File: src/hdl/dma_rd_pkg.sv
//----------------------------
// Shared widths, types and shell constants for the DMA read-return
// multiplier. Every RTL file takes what it needs from here.
//----------------------------

`default_nettype none

package dma_rd_pkg;

   //----------------------------
   // Datapath widths
   //----------------------------
   localparam int DATA_W = 512;
   localparam int LANES  = 8;
   localparam int LANE_W = 32;
   localparam int PROD_W = 64;
   localparam int ID_W   = 6;
   localparam int RESP_W = 2;

   // Memory-ready bits reported in the status word
   localparam int NUM_DDR = 4;

   // Cycles the datapath stays in reset after the shell releases it
   localparam int RST_SLICE_STAGES = 4;

   //----------------------------
   // Types
   //----------------------------
   typedef logic [DATA_W-1:0]  rdata_t;
   typedef logic [LANE_W-1:0]  lane_t;
   typedef logic [PROD_W-1:0]  prod_t;
   typedef logic [ID_W-1:0]    rid_t;
   typedef logic [RESP_W-1:0]  resp_t;
   typedef logic [31:0]        reg32_t;
   typedef logic [NUM_DDR-1:0] ddr_ready_t;

   //----------------------------
   // Shell constants
   //----------------------------
   // Fixed upper field of status0
   localparam logic [19:0] STATUS_TAG = 20'hA1111;

   // Identification words read by the shell
   localparam reg32_t CL_VERSION = 32'hEEEE_EE00;
   localparam reg32_t CL_ID0     = 32'hC0DE_1234;
   localparam reg32_t CL_ID1     = 32'h0001_5A5A;

endpackage

`default_nettype wire

File: src/hdl/shell_status.sv
//----------------------------
// Shell-facing housekeeping: function-level-reset acknowledge,
// tagged status word and the identification words.
// Runs on the shell reset, not on the sliced datapath reset.
//----------------------------

`default_nettype none
`timescale 1ns/10ps

module shell_status
(
   input  wire                     clk,
   input  wire                     sync_rst_n,

   input  wire                     flr_assert,
   output logic                    flr_done,

   input  wire dma_rd_pkg::ddr_ready_t ddr_ready,

   output dma_rd_pkg::reg32_t      status0,
   output dma_rd_pkg::reg32_t      status1,
   output dma_rd_pkg::reg32_t      id0,
   output dma_rd_pkg::reg32_t      id1
);

   import dma_rd_pkg::*;

   logic       flr_assert_q;
   ddr_ready_t ddr_ready_q;

   //----------------------------
   // FLR acknowledge
   //----------------------------
   // A held request makes the done strobe toggle every cycle
   always_ff @(posedge clk or negedge sync_rst_n)
   begin
      if (!sync_rst_n)
      begin
         flr_assert_q <= 1'b0;
         flr_done     <= 1'b0;
      end
      else
      begin
         flr_assert_q <= flr_assert;
         flr_done     <= flr_assert_q && !flr_done;
      end
   end

   //----------------------------
   // Status and id words
   //----------------------------
   // Tag, hex F, scrub-done field (always zero), memory-ready bits
   always_ff @(posedge clk or negedge sync_rst_n)
   begin
      if (!sync_rst_n)
      begin
         ddr_ready_q <= '0;
         status0     <= '0;
      end
      else
      begin
         ddr_ready_q <= ddr_ready;
         status0     <= {STATUS_TAG, 4'hF, 4'b0000, ddr_ready_q};
      end
   end

   always_ff @(posedge clk or negedge sync_rst_n)
   begin
      if (!sync_rst_n)
      begin
         id0 <= '0;
         id1 <= '0;
      end
      else
      begin
         id0 <= CL_ID0;
         id1 <= CL_ID1;
      end
   end

   assign status1 = CL_VERSION;

endmodule

`default_nettype wire

File: config.mk
export PLATFORM = sky130hd
export DESIGN_NAME = shell_status
export DESIGN_NICKNAME = d
export VERILOG_FILES = /design/src/hdl/dma_rd_pkg.sv /design/src/hdl/shell_status.sv
export SDC_FILE = /design/constraint.sdc
export NUM_CORES = 1
export LEC_CHECK = 0
export BUFFER_PORTS_ARGS = -buffer_cell sky130_fd_sc_hd__clkbuf_2
export CORE_MARGIN = 10
export CORE_UTILIZATION = 34
export DETAILED_ROUTE_END_ITERATION = 16
export GPL_TIMING_DRIVEN = 0
export HOLD_SLACK_MARGIN = 0.15
export PLACE_DENSITY_LB_ADDON = 0.05
export SYNTH_ARGS = -nofsm -noshare
export SYNTH_HDL_FRONTEND = slang
export SYNTH_SLANG_ARGS = --single-unit
File: constraint.sdc
create_clock -name clk -period 1.5 [get_ports clk]
set_input_delay 0.15 -clock clk [delete_from_list [all_inputs] [get_ports clk]]
set_output_delay 0.15 -clock clk [all_outputs]
set_load 0.1 [all_outputs]
# After elaboration in Yosys (flattened, before gate mapping)
# Index checks and enable logic that the tools add are counted.
word_totals:
  out_inout_bits: 129
  wordCells: 8
  inputBits: 7
  ff_bits: 13
classes:
  reduce_logical: 2
op_table:
  columns: ["op", "n"]
  rows:
  - ["1-bit logical AND", 1]
  - ["1-bit logical NOT", 1]

# Logic depth before layout (Yosys ltp)
depth:
  depth_word: 2
  mapped_depth: 1

# Least setup slack after synthesis
# OpenSTA, ideal clock, no wires.
synth_timing:
  path_kind: "flip-flop to output port"
  from: "register id0[2] (netlist name)"
  to: "output id0[12]"
  required_time_ns: 1.350
  path_stages_with_launch: 2
  slack_ns: -0.472
  arrival_ns: 1.822
  path_cell_list: "dfrtp_1 -> buf_4"
synth_lines:
  columns: ["item", "line", "source"]
  rows:
  - ["to (decl)", "shell_status.sv:22", "output dma_rd_pkg::reg32_t id0,"]
# No word-level cell between the ends.

# Final worst setup path
layout_timing:
  from: "register id0[2] (netlist name)"
  to: "output id0[18]"
# No word-level cell between the ends.

==> results.txt <==
Drt drc: 0
Largest stage delay on the critical path: 0.47 ns
Placed Area: 1836 um2
Status: complete, no violations
Detailed Routing Iterations Pass 1: 2
Reg2reg setup slack: 0.91 ns
Share of post-route cells with drive strength above 1: 61.13%
First-pass GRT wire length: 4443 um
H-tree levels: 1
Fmax: 696.9 MHz
Origin of the critical flop-to-flop path: flr_assert_q
Final Core Density: 59.76%
Vias per inst: 2.714
Final hold viol count: 0
Wire length on met2: 1734 um
Chip height: 79.90 um
CP startpoint: id0[2]
Final setup viols: 0
Clock sink total: 11
Crit path depth: 3
Number of core rows: 21
Post-synthesis cell count: 137
Iteration-0 DRC Markers: 14
Leak pwr: 1.316 nW
Final Instance Area: 2026 um2
CP dominant cell by count: buf_4
CP startpoint kind: register
Final GP Congestion: 0.6877
Syn avg cell area: 8.905 um2
FF-to-FF End: flr_done
Capture point of the worst path: id0[18]
WL met3: 560 um
Netlist cell types: 4
GRT Total Usage: 8.960%
Critical path buffers and inverters: 3
Required time worst endpoint: 1.35 ns
Cts bufs inserted: 3
Clock transition at the registers of the reported paths: 0.06 ns
Hold Crit Class: in -> async
Unrepaired setup endpoints after global routing: false
Remaining global-route overflow: 0
Layout net count: 291
Skew-Pair Late Insertion Delay: 0.26 ns
Final Non-Filler Cells: 329
Wire per inst: 10.01 um
Slew @ Worst Pin: 0.5551 ns
Warnings, synthesis: 0
Setup CP Type: reg -> out
Diode count: 0
Slew Viols, Final: 0
Initial Util: 35.99%
Worst Clk Skew: 0.0002697 ns
Clock Path Buffers: 2
Worst path arrival time: 1.28 ns
Sequential fraction of the synthesis area: 22.56%
Synthesis-to-layout area growth: 66.05%
Root buf cell: clkbuf_4
FILL cells: 334
Cell total after placement: 317
Number of port buffers: 43
Most frequent cells in the layout: buf_4 (155), conb_1 (93), clkbuf_2 (11)
Boundary Pins: 136
Initial antenna violation count: 0
Synth Register Bits: 11
Core ar.: 3390 um2
Die area: 6384 um2
Worst VDD drop: 527.3 uV
Slew margin rel.: 63.15%
Largest net degree at the start of global routing: 17
Critical-path cell list: buf_4 -> buf_4 -> buf_4
Cell Area, Synth: 1220 um2
Period utilization: 95.66%
CTS tree: built
Vias in the first global route: 817
Crit path capture type: output port
Most common cell after layout, fill and taps aside: buf_4
WL final: 3292 um
Tmin final: 1.435 ns
DRT antenna net count: 0
Die width: 79.90 um
Vias: 893
Max layer used: met3
Worst reg2reg path depth: 1
Setup TNS: 0 ns
Critical path's slowest cell: dfrtp_4
Crit path max fanout: 16
Power Dens Cells: 1131 nW/um2
M1 WL: 997 um
Maxcap violations: 0
Critical path's top delay family: buffers and inverters
[area by class of cell]
cell class / count / area, um2 / area share, %
Buffer: 123 / 923.4 / 45.58
Timing Repair Buffer: 51 / 376.6 / 18.59
Multi-Input combinational cell: 94 / 362.8 / 17.91
Sequential cell: 11 / 279.0 / 13.77
Tap cell: 46 / 57.56 / 2.841
Clock buffer: 4 / 26.28 / 1.297
[metrics by stage]
step	total power [mW]	hold slack [ns]	worst slack, ns
after floorplan	1.969	-0.1456	0.03183
after global placement	2.040	0.02896	0.03592
after detailed placement	2.042	0.03257	0.03125
after CTS	2.280	0.2871	0.007541
after global routing	2.359	0.3387	0.01230
final	2.291	0.2906	0.06516
[power by group]
part,switching (mW),internal [mW]
clock,0.0861,0.103
sequential,0.00581,0.313
combinational,1.49,0.296
total,1.58,0.711
[worst min-delay path by stage]
stage                endpoint  slack, ns  cells past startpoint
2_1_floorplan  ddr_ready_q[0]      -0.15                      0
3_3_place_gp     flr_assert_q       0.03                      1
3_5_place_dp   ddr_ready_q[2]       0.03                      1
4_1_cts              flr_done       0.29                      2
5_1_grt              flr_done       0.34                      2
6_report         flr_assert_q       0.29                      2
[Yosys cell counts]
library cell / instances / area share, %
nor2b_4: 1 / 1.1
conb_1: 2 / 0.62
buf_4: 123 / 76
dfrtp_1: 11 / 23
[cell families after synthesis]
logic type	count (synthesis)	synth area share, %
other cells	2	0.6156
buf+inv	123	75.69
flops	11	22.56
simple gates	1	1.128
[flip-flops by register name, summed over array words and instances, names as in the netlist]
register      cells
flr_done          1
ddr_ready_q       4
flr_assert_q      1
status0           4
id0               1
[repair_timing]
item                                    in CTS  in global routing
resized for setup                           34                 30
hold buffers                                 6                  0
buffers inserted                             2                  0
hold endpoints to repair                    16                  0
endpoints found under the setup margin      32                 30
[metal layers]
layer	global-route usage [%]	up-vias
li1	-	484
met1	6.905	336
met2	17.09	73
met3	6.757	0
met4	2.113	0
met5	0	-
No activity file was read; power rests on OpenSTA's default activity.
