===== config.mk =====
export PLATFORM = sky130hd
export DESIGN_NAME = rd_beat_capture
export DESIGN_NICKNAME = d
export VERILOG_FILES = /design/src/hdl/dma_rd_pkg.sv /design/src/hdl/rd_beat_capture.sv
export SDC_FILE = /design/constraint.sdc
export NUM_CORES = 1
export LEC_CHECK = 0
export BUFFER_PORTS_ARGS = -buffer_cell sky130_fd_sc_hd__buf_4
export CAP_MARGIN = 25
export CORE_AREA = 2 2 413 415
export CTS_CLUSTER_DIAMETER = 120
export DETAILED_ROUTE_END_ITERATION = 10
export DIE_AREA = 0 0 415 417
export GPL_TIMING_DRIVEN = 0
export HOLD_SLACK_MARGIN = 0.06
export PLACE_DENSITY = 0.32
export SLEW_MARGIN = 40
export SYNTH_ARGS = -nofsm -noshare
export SYNTH_HDL_FRONTEND = slang
export SYNTH_SLANG_ARGS = --single-unit
export TNS_END_PERCENT = 20

===== constraint.sdc =====
create_clock -name clk -period 0.9 [get_ports clk]
set_input_delay 0.045 -clock clk [delete_from_list [all_inputs] [get_ports clk]]
set_output_delay 0.045 -clock clk [all_outputs]
set_load 0.02 [all_outputs]

===== src/hdl/dma_rd_pkg.sv =====
//----------------------------
// Shared widths, types and shell constants for the DMA read-return
// multiplier. Every RTL file takes what it needs from here.
//----------------------------

`default_nettype none

package dma_rd_pkg;

   //----------------------------
   // Datapath widths
   //----------------------------
   localparam int DATA_W = 512;
   localparam int LANES  = 8;
   localparam int LANE_W = 32;
   localparam int PROD_W = 64;
   localparam int ID_W   = 6;
   localparam int RESP_W = 2;

   // Memory-ready bits reported in the status word
   localparam int NUM_DDR = 4;

   // Cycles the datapath stays in reset after the shell releases it
   localparam int RST_SLICE_STAGES = 4;

   //----------------------------
   // Types
   //----------------------------
   typedef logic [DATA_W-1:0]  rdata_t;
   typedef logic [LANE_W-1:0]  lane_t;
   typedef logic [PROD_W-1:0]  prod_t;
   typedef logic [ID_W-1:0]    rid_t;
   typedef logic [RESP_W-1:0]  resp_t;
   typedef logic [31:0]        reg32_t;
   typedef logic [NUM_DDR-1:0] ddr_ready_t;

   //----------------------------
   // Shell constants
   //----------------------------
   // Fixed upper field of status0
   localparam logic [19:0] STATUS_TAG = 20'hA1111;

   // Identification words read by the shell
   localparam reg32_t CL_VERSION = 32'hEEEE_EE00;
   localparam reg32_t CL_ID0     = 32'hC0DE_1234;
   localparam reg32_t CL_ID1     = 32'h0001_5A5A;

endpackage

`default_nettype wire


===== src/hdl/rd_beat_capture.sv =====
//----------------------------
// First pipeline stage. Registers a read beat from the memory side
// with its id, last and response. Holds while advance is low.
//----------------------------

`default_nettype none
`timescale 1ns/10ps

module rd_beat_capture
(
   input  wire                     clk,
   input  wire                     slice_rst_n,

   input  wire                     mem_rvalid,
   input  wire dma_rd_pkg::rdata_t mem_rdata,
   input  wire dma_rd_pkg::rid_t   mem_rid,
   input  wire                     mem_rlast,
   input  wire dma_rd_pkg::resp_t  mem_rresp,

   input  wire                     advance,

   output logic                    cap_valid,
   output dma_rd_pkg::rdata_t      cap_rdata,
   output dma_rd_pkg::rid_t        cap_rid,
   output logic                    cap_rlast,
   output dma_rd_pkg::resp_t       cap_rresp
);

   // Valid is the only control state here
   always_ff @(posedge clk or negedge slice_rst_n)
   begin
      if (!slice_rst_n)
      begin
         cap_valid <= 1'b0;
      end
      else if (advance)
      begin
         cap_valid <= mem_rvalid;
      end
   end

   // Payload follows the same enable
   always_ff @(posedge clk)
   begin
      if (advance)
      begin
         cap_rdata <= mem_rdata;
         cap_rid   <= mem_rid;
         cap_rlast <= mem_rlast;
         cap_rresp <= mem_rresp;
      end
   end

endmodule

`default_nettype wire


==> impl_metrics.py, run 1 <==
metrics = {
    "synthesis": {
        "syn_area_um2": 15700,
        "seq_area_frac_synth_pct": 99.9,
        "synth_area_leader_cell": "edfxtp_1",
        "syn_nets": 1048,
        "synth_top_area_share_pct": 99.7,
        "synth_cells": 523,
        "synth.area.top_cells": "edfxtp_1 (100%), dfrtp_1 (0.16%), mux2_4 (0.096%)",
        "synth.distinct_cells": 3,
        "ys_seq_elements": 522,
        "ys.warnings.count": 0,
        "avgSynthCellArea_um2": 30.0,
    },
    "placed_design": {
        "portBuffers": 1046,
        "dpl.hpwl_um": 82700,
        "pre_cts_ws_ns": -1.46,
        "gp_congestion": 0.881,
    },
    "status": {
        "firstError": "[ERROR RSZ-0060] Max buffer count reached.",
        "status": "stopped before the end",
        "failing_step": "4_1_cts",
    },
    "floorplanning": {
        "io_pins": 1047,
        "die_h_um": 417,
        "die_w_um": 415,
        "rows": 151,
        "start_util_pct": 9.31,
    },
    "clock_network": {
        "postCtsSetupBuffers": 0,
        "htreeDepth": 3,
        "post_cts_resized": 513,
        "hold_buffers": 788,
        "cts_max_path_buffers": 3,
        "cts_buffers": 75,
        "cts.sinks": 522,
        "clockRootBuffer": "clkbuf_16",
    },
}
Yosys cell counts (all sizes together):
cell type    n
mux2         1
edfxtp     521
dfrtp        1
cells by family after synthesis:
kind of cell  after synthesis  share of synthesized area [%]
flip-flops                522                           99.9
multiplexers                1                         0.0957
through the flow:
stage          hold slack (ns)  cell area (um^2)  instances  utilization, %
2_1_floorplan           -0.251             15700        523               -
3_3_place_gp            -0.177             26300       3787            15.6
3_5_place_dp            -0.177             26500       3795            15.7
==> run 2, diff against run 1 <==
--- a/config.mk
+++ b/config.mk
@@ -7,13 +7,11 @@
 export LEC_CHECK = 0
 export BUFFER_PORTS_ARGS = -buffer_cell sky130_fd_sc_hd__buf_4
 export CAP_MARGIN = 25
-export CORE_AREA = 2 2 413 415
-export CTS_CLUSTER_DIAMETER = 120
+export CORE_AREA = 2 2 406 408
 export DETAILED_ROUTE_END_ITERATION = 10
-export DIE_AREA = 0 0 415 417
+export DIE_AREA = 0 0 408 410
 export GPL_TIMING_DRIVEN = 0
-export HOLD_SLACK_MARGIN = 0.06
-export PLACE_DENSITY = 0.32
+export PLACE_DENSITY_LB_ADDON = 0.15
 export SLEW_MARGIN = 40
 export SYNTH_ARGS = -nofsm -noshare
 export SYNTH_HDL_FRONTEND = slang
==> run 2 against run 1 <==
Against the previous run:
- the flow now finishes, with violations (negative hold slack, negative setup slack)
- synthesized cell count is the same
- synthesized area is the same
==> impl_metrics.py, run 2 <==
metrics = {
    "synthesis": {
        "async_flop_share_pct": 0.192,
        "ys.warnings.count": 0,
        "synthXorXnorAreaFrac_pct": 0,
        "synth_flop_cell": "edfxtp_1",
        "syn_nets": 1048,
        "synth_edf_count": 521,
        "synth_mux_area_share_pct": 0.0957,
        "synth_compound_area_share_pct": 0,
        "ys_seq_elements": 522,
        "synthAdderAreaFrac_pct": 0,
        "syn_area_um2": 15700,
        "synth.most_common_cell": "edfxtp_1",
        "synth_top_area_share_pct": 99.7,
        "synth.area.top_cells": "edfxtp_1 (100%), dfrtp_1 (0.16%), mux2_4 (0.096%)",
        "netlist_top_cells_count": "edfxtp_1 (521), dfrtp_1 (1), mux2_4 (1)",
        "seq_area_frac_synth_pct": 99.9,
        "synth_area_leader_cell": "edfxtp_1",
        "synth_cells": 523,
        "synth-simple-area-share_pct": 0,
        "synth_top_family_by_area": "multiplexers",
        "synth.distinct_cells": 3,
        "avgSynthCellArea_um2": 30.0,
    },
    "sta": {
        "fmax_ghz": 0.707,
        "setup_viol": 522,
        "fin_skew_ns": 0,
        "hold_viol_final": 36,
        "layout_min_cycle_time_ns": 1.42,
        "fin_crit_sh_pct": 157,
        "worst_slack_ns": -0.515,
        "slew_headroom_pct": 79.4,
        "rsz0062_at_grt": "true",
        "tightest_slew_ns": 0.309,
        "fin_tns_setup_ns": -169.88,
        "holdWs_ns": -0.246,
        "drv_slew": 0,
    },
    "flow_run": {
        "cap_violations": 0,
    },
    "finish": {
        "area_growth_pct": 133,
        "regMostFlops": "cap_rdata",
        "drive_gt1_share_pct": 52.4,
        "final_cell_mix": "buf_4 (527), dlygate4sd3_1 (524), edfxtp_1 (521)",
        "design_area_um2": 36500,
        "final_cells": 4448,
        "largest_register_ffs": 512,
        "final_nets": 2718,
        "layout_commonest_cell": "buf_4",
        "reg_top3": "cap_rdata x512, cap_rid x6, cap_rresp x2",
    },
    "global_routing": {
        "grt_remaining_overflow": 0,
        "grt_pass1_wl_um": 111000,
        "grt_usage_pct": 9.61,
        "first_global_vias": 14100,
        "antenna_found_initial": 25,
        "grt_start_max_net_pins": 36,
    },
    "floorplanning": {
        "die_h_um": 410,
        "die_area_um2": 167000,
        "io_pins": 1047,
        "coreArea_um2": 163000,
        "start_util_pct": 9.59,
        "rows": 149,
        "die_w_um": 408,
    },
    "clock_network": {
        "cts_max_path_buffers": 3,
        "clock_latency_ns": 0.65,
        "cts.sinks": 522,
        "htreeDepth": 3,
        "clockRootBuffer": "clkbuf_16",
        "cts_buffers": 74,
        "hold_buffers": 524,
        "tritoncts": "done",
        "cts.clk_slew.worst_paths_ns": 0.05,
    },
    "setup_path": {
        "critPathRequiredTime_ns": 0.85,
        "ff2ff_setup_slack_ns": 0.12,
        "worstReg2RegStart": "cap_valid",
        "critPathBufInv": 1,
        "worstPathMaxFanout": 1,
        "critPathLaunchType": "flop",
        "path_cells": "buf_6",
        "worstPathArrival_ns": 1.37,
        "cp_slowest_stage_delay_ns": 0.53,
        "setup.worst_path.class": "reg2out",
        "reg2reg_depth": 1,
        "slowest_stage": "edfxtp_1",
        "critical_path.top_delay_family": "flip-flops",
        "end_kind": "output port",
        "r2r_end": "cap_valid",
    },
    "placed_design": {
        "portBuffers": 1046,
        "dpl.hpwl_um": 62200,
        "dp_cells": 3766,
        "gp_congestion": 0.766,
        "placed_area_um2": 26500,
    },
    "route": {
        "via_per_inst": 2.77,
        "first_pass_iters": 6,
        "antenna_left": 0,
        "wl_um": 83500,
        "route.detailed.drc": 0,
        "wl_per_cell_um": 18.8,
        "routed-via-count": 12300,
        "drt_iter0_drc": 476,
    },
    "worst_hold_path": {
        "hold_path.class": "in2reg",
        "holdPathEnd": "cap_rdata[15]",
        "min_from": "advance",
        "worstHoldPathCells": 1,
    },
    "status": {
        "status": "complete, but fails checks",
        "violations": "negative hold slack, negative setup slack",
    },
    "pwr": {
        "p_per_area_nw_per_um2": 1930,
        "vdd_drop_max_mv": 1.42,
        "p_total_uw": 70400,
        "power_leakage_uw": 0.0145,
    },
}
==> run 2: cell counts after synthesis <==
Identical to the previous run, type by type.
==> run 2: repair_timing <==
item / 4_1_cts / 5_1_grt
hold endpoints to repair: 569 / 36
setup endpoints to repair: 783 / 553
gates cloned: 15 / 0
resized for setup: 509 / 13
buffers inserted: 1 / 0
==> run 2: how the worst max path moves through the flow <==
stage | start | end | slack, ns | depth (start not counted)
finish | cap_rdata[384] | cap_rdata[384] | -0.52 | 1
global route | cap_rdata[96] | cap_rdata[96] | -0.61 | 1
CTS | cap_rdata[500] | cap_rdata[500] | -0.64 | 1
detailed placement | advance | cap_rdata[165] | -1.36 | 5
global placement | advance | cap_valid | -4.98 | 2
floorplan | cap_valid | cap_valid | 0.07 | 1
==> run 2: routing by layer <==
metal | share of wire, % | wire, um | global-route usage [%]
met5 | 0.016 | 13 | 0
met4 | 3.1 | 2550 | 3.49
met3 | 9.3 | 7800 | 4.24
met2 | 53 | 44000 | 17.2
met1 | 35 | 29200 | 9.87
==> run 2: power by group <==
group          switching (uW)  internal [uW]
Sequential               1070          29000
Clock                   12000          16600
Combinational            5190           6580
Total                   18200          52100
==> run 2: cell type report <==
class | instances | area (um^2)
flip-flops and latches | 522 | 15700
clock inverters | 42 | 380
fillers | 17300 | 127000
diodes | 10 | 25.0
well taps | 2189 | 2740
repair buffers | 1594 | 15800
clock buffers | 90 | 1930
multi-input cells | 1 | 15.0
==> run 2: stage by stage <==
step	worst slack [ns]	util (%)
2_1_floorplan	0.0653	-
3_3_place_gp	-4.98	16.1
3_5_place_dp	-1.36	16.2
4_1_cts	-0.639	22.3
5_1_grt	-0.609	22.3
6_report	-0.515	22.3
==> run 2: logic make-up (layout without fill, tap and decap cells) <==
| logic type | after synthesis | in the layout |
|---|---|---|
| other cells | 0 | 10 |
| buf+inv | 0 | 1726 |
| flops | 522 | 522 |
| mux | 1 | 1 |
Note: power is estimated with default switching activity, not from simulation.
==> run 3, diff against run 2 <==
--- a/config.mk
+++ b/config.mk
@@ -10,8 +10,7 @@
 export CORE_AREA = 2 2 406 408
 export DETAILED_ROUTE_END_ITERATION = 10
 export DIE_AREA = 0 0 408 410
-export GPL_TIMING_DRIVEN = 0
-export PLACE_DENSITY_LB_ADDON = 0.15
+export GPL_TIMING_DRIVEN = 1
 export SLEW_MARGIN = 40
 export SYNTH_ARGS = -nofsm -noshare
 export SYNTH_HDL_FRONTEND = slang
==> run 3 against run 2 <==
Against the previous run:
- the run ends with negative setup slack left
- die area unchanged
- fmax down 1.2%
- setup slack worse by 0.018 ns
- worst hold slack better by 0.33 ns
- critical path depth unchanged
- highest routed layer unchanged
==> impl_metrics.py, run 3 (synthesis results as in run 2) <==
metrics = {
    "status": {
        "status": "complete, but fails checks",
        "violations": "negative setup slack",
    },
    "global_routing": {
        "first_global_vias": 14500,
        "gr-usage-met2_pct": 24.9,
        "grt_pass1_wl_um": 169000,
        "use_met1_pct": 18.0,
        "gr-usage-met3_pct": 9.62,
        "grt_remaining_overflow": 0,
        "grt.busiest_layer": "met2",
        "grt_start_max_net_pins": 35,
        "antenna_found_initial": 143,
        "grt_usage_pct": 15.9,
    },
    "clock_network": {
        "clockRootBuffer": "clkbuf_16",
        "cts_buffers": 59,
        "htreeDepth": 2,
        "clock_latency_ns": 0.67,
        "postCtsSetupBuffers": 0,
        "cts.clk_slew.worst_paths_ns": 0.06,
        "cts_max_path_buffers": 3,
        "tritoncts": "done",
        "cts.sinks": 522,
    },
    "placed_design": {
        "dpl.hpwl_um": 119000,
        "portBuffers": 1046,
        "gp_congestion": 0.890,
    },
    "setup_path": {
        "path_cells": "buf_6",
        "end_kind": "output port",
        "cp_slowest_stage_delay_ns": 0.51,
        "slowest_stage": "edfxtp_1",
        "worstPathMaxFanout": 1,
        "critical_path.top_delay_family": "flip-flops",
        "worstReg2RegStart": "cap_valid",
        "critPathRequiredTime_ns": 0.85,
        "cp-endpoint": "cap_rdata[143]",
        "crit_path_start": "cap_rdata[143]",
        "critPathBufInv": 1,
        "critPathLaunchType": "flop",
        "reg2reg_depth": 1,
        "ff2ff_setup_slack_ns": 0.12,
        "worstPathArrival_ns": 1.39,
        "r2r_end": "cap_valid",
        "setup.worst_path.class": "reg2out",
        "cp.depth": 1,
    },
    "route": {
        "route.detailed.drc": 0,
        "drt_iter0_drc": 1072,
        "wl_per_cell_um": 31.0,
        "via_per_inst": 3.09,
        "first_pass_iters": 5,
        "routed-via-count": 13800,
        "wl_um": 139000,
        "antenna_left": 0,
    },
    "floorplanning": {
        "coreArea_um2": 163000,
        "start_util_pct": 9.59,
        "die_w_um": 408,
        "die_h_um": 410,
        "rows": 149,
        "die_area_um2": 167000,
        "io_pins": 1047,
    },
    "worst_hold_path": {
        "min_from": "mem_rdata[103]",
        "hold_path.class": "in2reg",
    },
    "pwr": {
        "p_total_uw": 68800,
        "power_leakage_uw": 0.0142,
        "vdd_drop_max_mv": 1.49,
        "p_per_area_nw_per_um2": 1910,
    },
    "sta": {
        "tightest_slew_ns": 0.308,
        "setup_viol": 597,
        "hold_viol_final": 0,
        "fin_crit_sh_pct": 159,
        "fmax_ghz": 0.698,
        "worst_slack_ns": -0.533,
        "drv_slew": 0,
        "rsz0062_at_grt": "true",
        "fin_skew_ns": 0,
        "layout_min_cycle_time_ns": 1.43,
        "fin_tns_setup_ns": -194.18,
        "slew_headroom_pct": 79.5,
    },
    "finish": {
        "reg_top3": "cap_rdata x512, cap_rid x6, cap_rresp x2",
        "drive_gt1_share_pct": 52.6,
        "regMostFlops": "cap_rdata",
        "final_cell_mix": "buf_4 (549), dlygate4sd3_1 (525), buf_6 (524)",
        "largest_register_ffs": 512,
        "fin_util_pct": 22.1,
        "layout_commonest_cell": "buf_4",
        "final_nets": 2721,
        "area_growth_pct": 130,
    },
    "flow_run": {
        "cap_violations": 0,
    },
}
[run 3: power by group]
part	internal, uW	total (uW)	switching [uW]
sequential	29000	30400	1400
clock	14400	25100	10700
combinational	6480	13200	6750
[run 3: cell type report]
class	instances	area, um^2
Clock buffer	68	1510
Fill cell	17300	127000
Multi-Input combinational cell	1	15.0
Timing Repair Buffer	1612	15600
Clock inverter	39	472
Antenna cell	36	90.1
Tap cell	2189	2740
Sequential cell	522	15700
[run 3: how the worst min path moves through the flow]
stage | to | slack (ns) | cells past startpoint
2_1_floorplan | cap_valid | -0.25 | 0
3_5_place_dp | cap_valid | -0.15 | 1
6_report | cap_rdata[103] | 0.08 | 2
3_3_place_gp | cap_valid | -0.15 | 1
4_1_cts | cap_rdata[104] | 0.005 | 2
5_1_grt | cap_rdata[299] | 0.05 | 2
[run 3: metrics by stage]
step                      cells  hold WS (ns)  setup slack, ns  cell area, um^2
after global placement     3802        -0.147           -0.111            26800
after CTS                  4431       0.00542           -0.586            35900
final                      4467        0.0827           -0.533            36100
after floorplan             523        -0.251           0.0653            15700
after global routing       4441        0.0502           -0.601            36000
after detailed placement   3802        -0.147           -0.108            26800
[run 3: timing repair]
| action | in CTS | in global routing |
|---|---|---|
| hold endpoints to repair | 613 | 0 |
| gates cloned | 0 | 0 |
| resized for setup | 521 | 4 |
| hold buffers | 525 | 0 |
| endpoints found under the setup margin | 522 | 556 |
[run 3: routing by layer]
layer	vias to the layer above	part of all wire, %	wire, um
li1	5555	-	-
met1	6803	38	52000
met2	1073	44	61600
met3	357	14	19100
met4	28	4.1	5610
met5	-	0.13	175
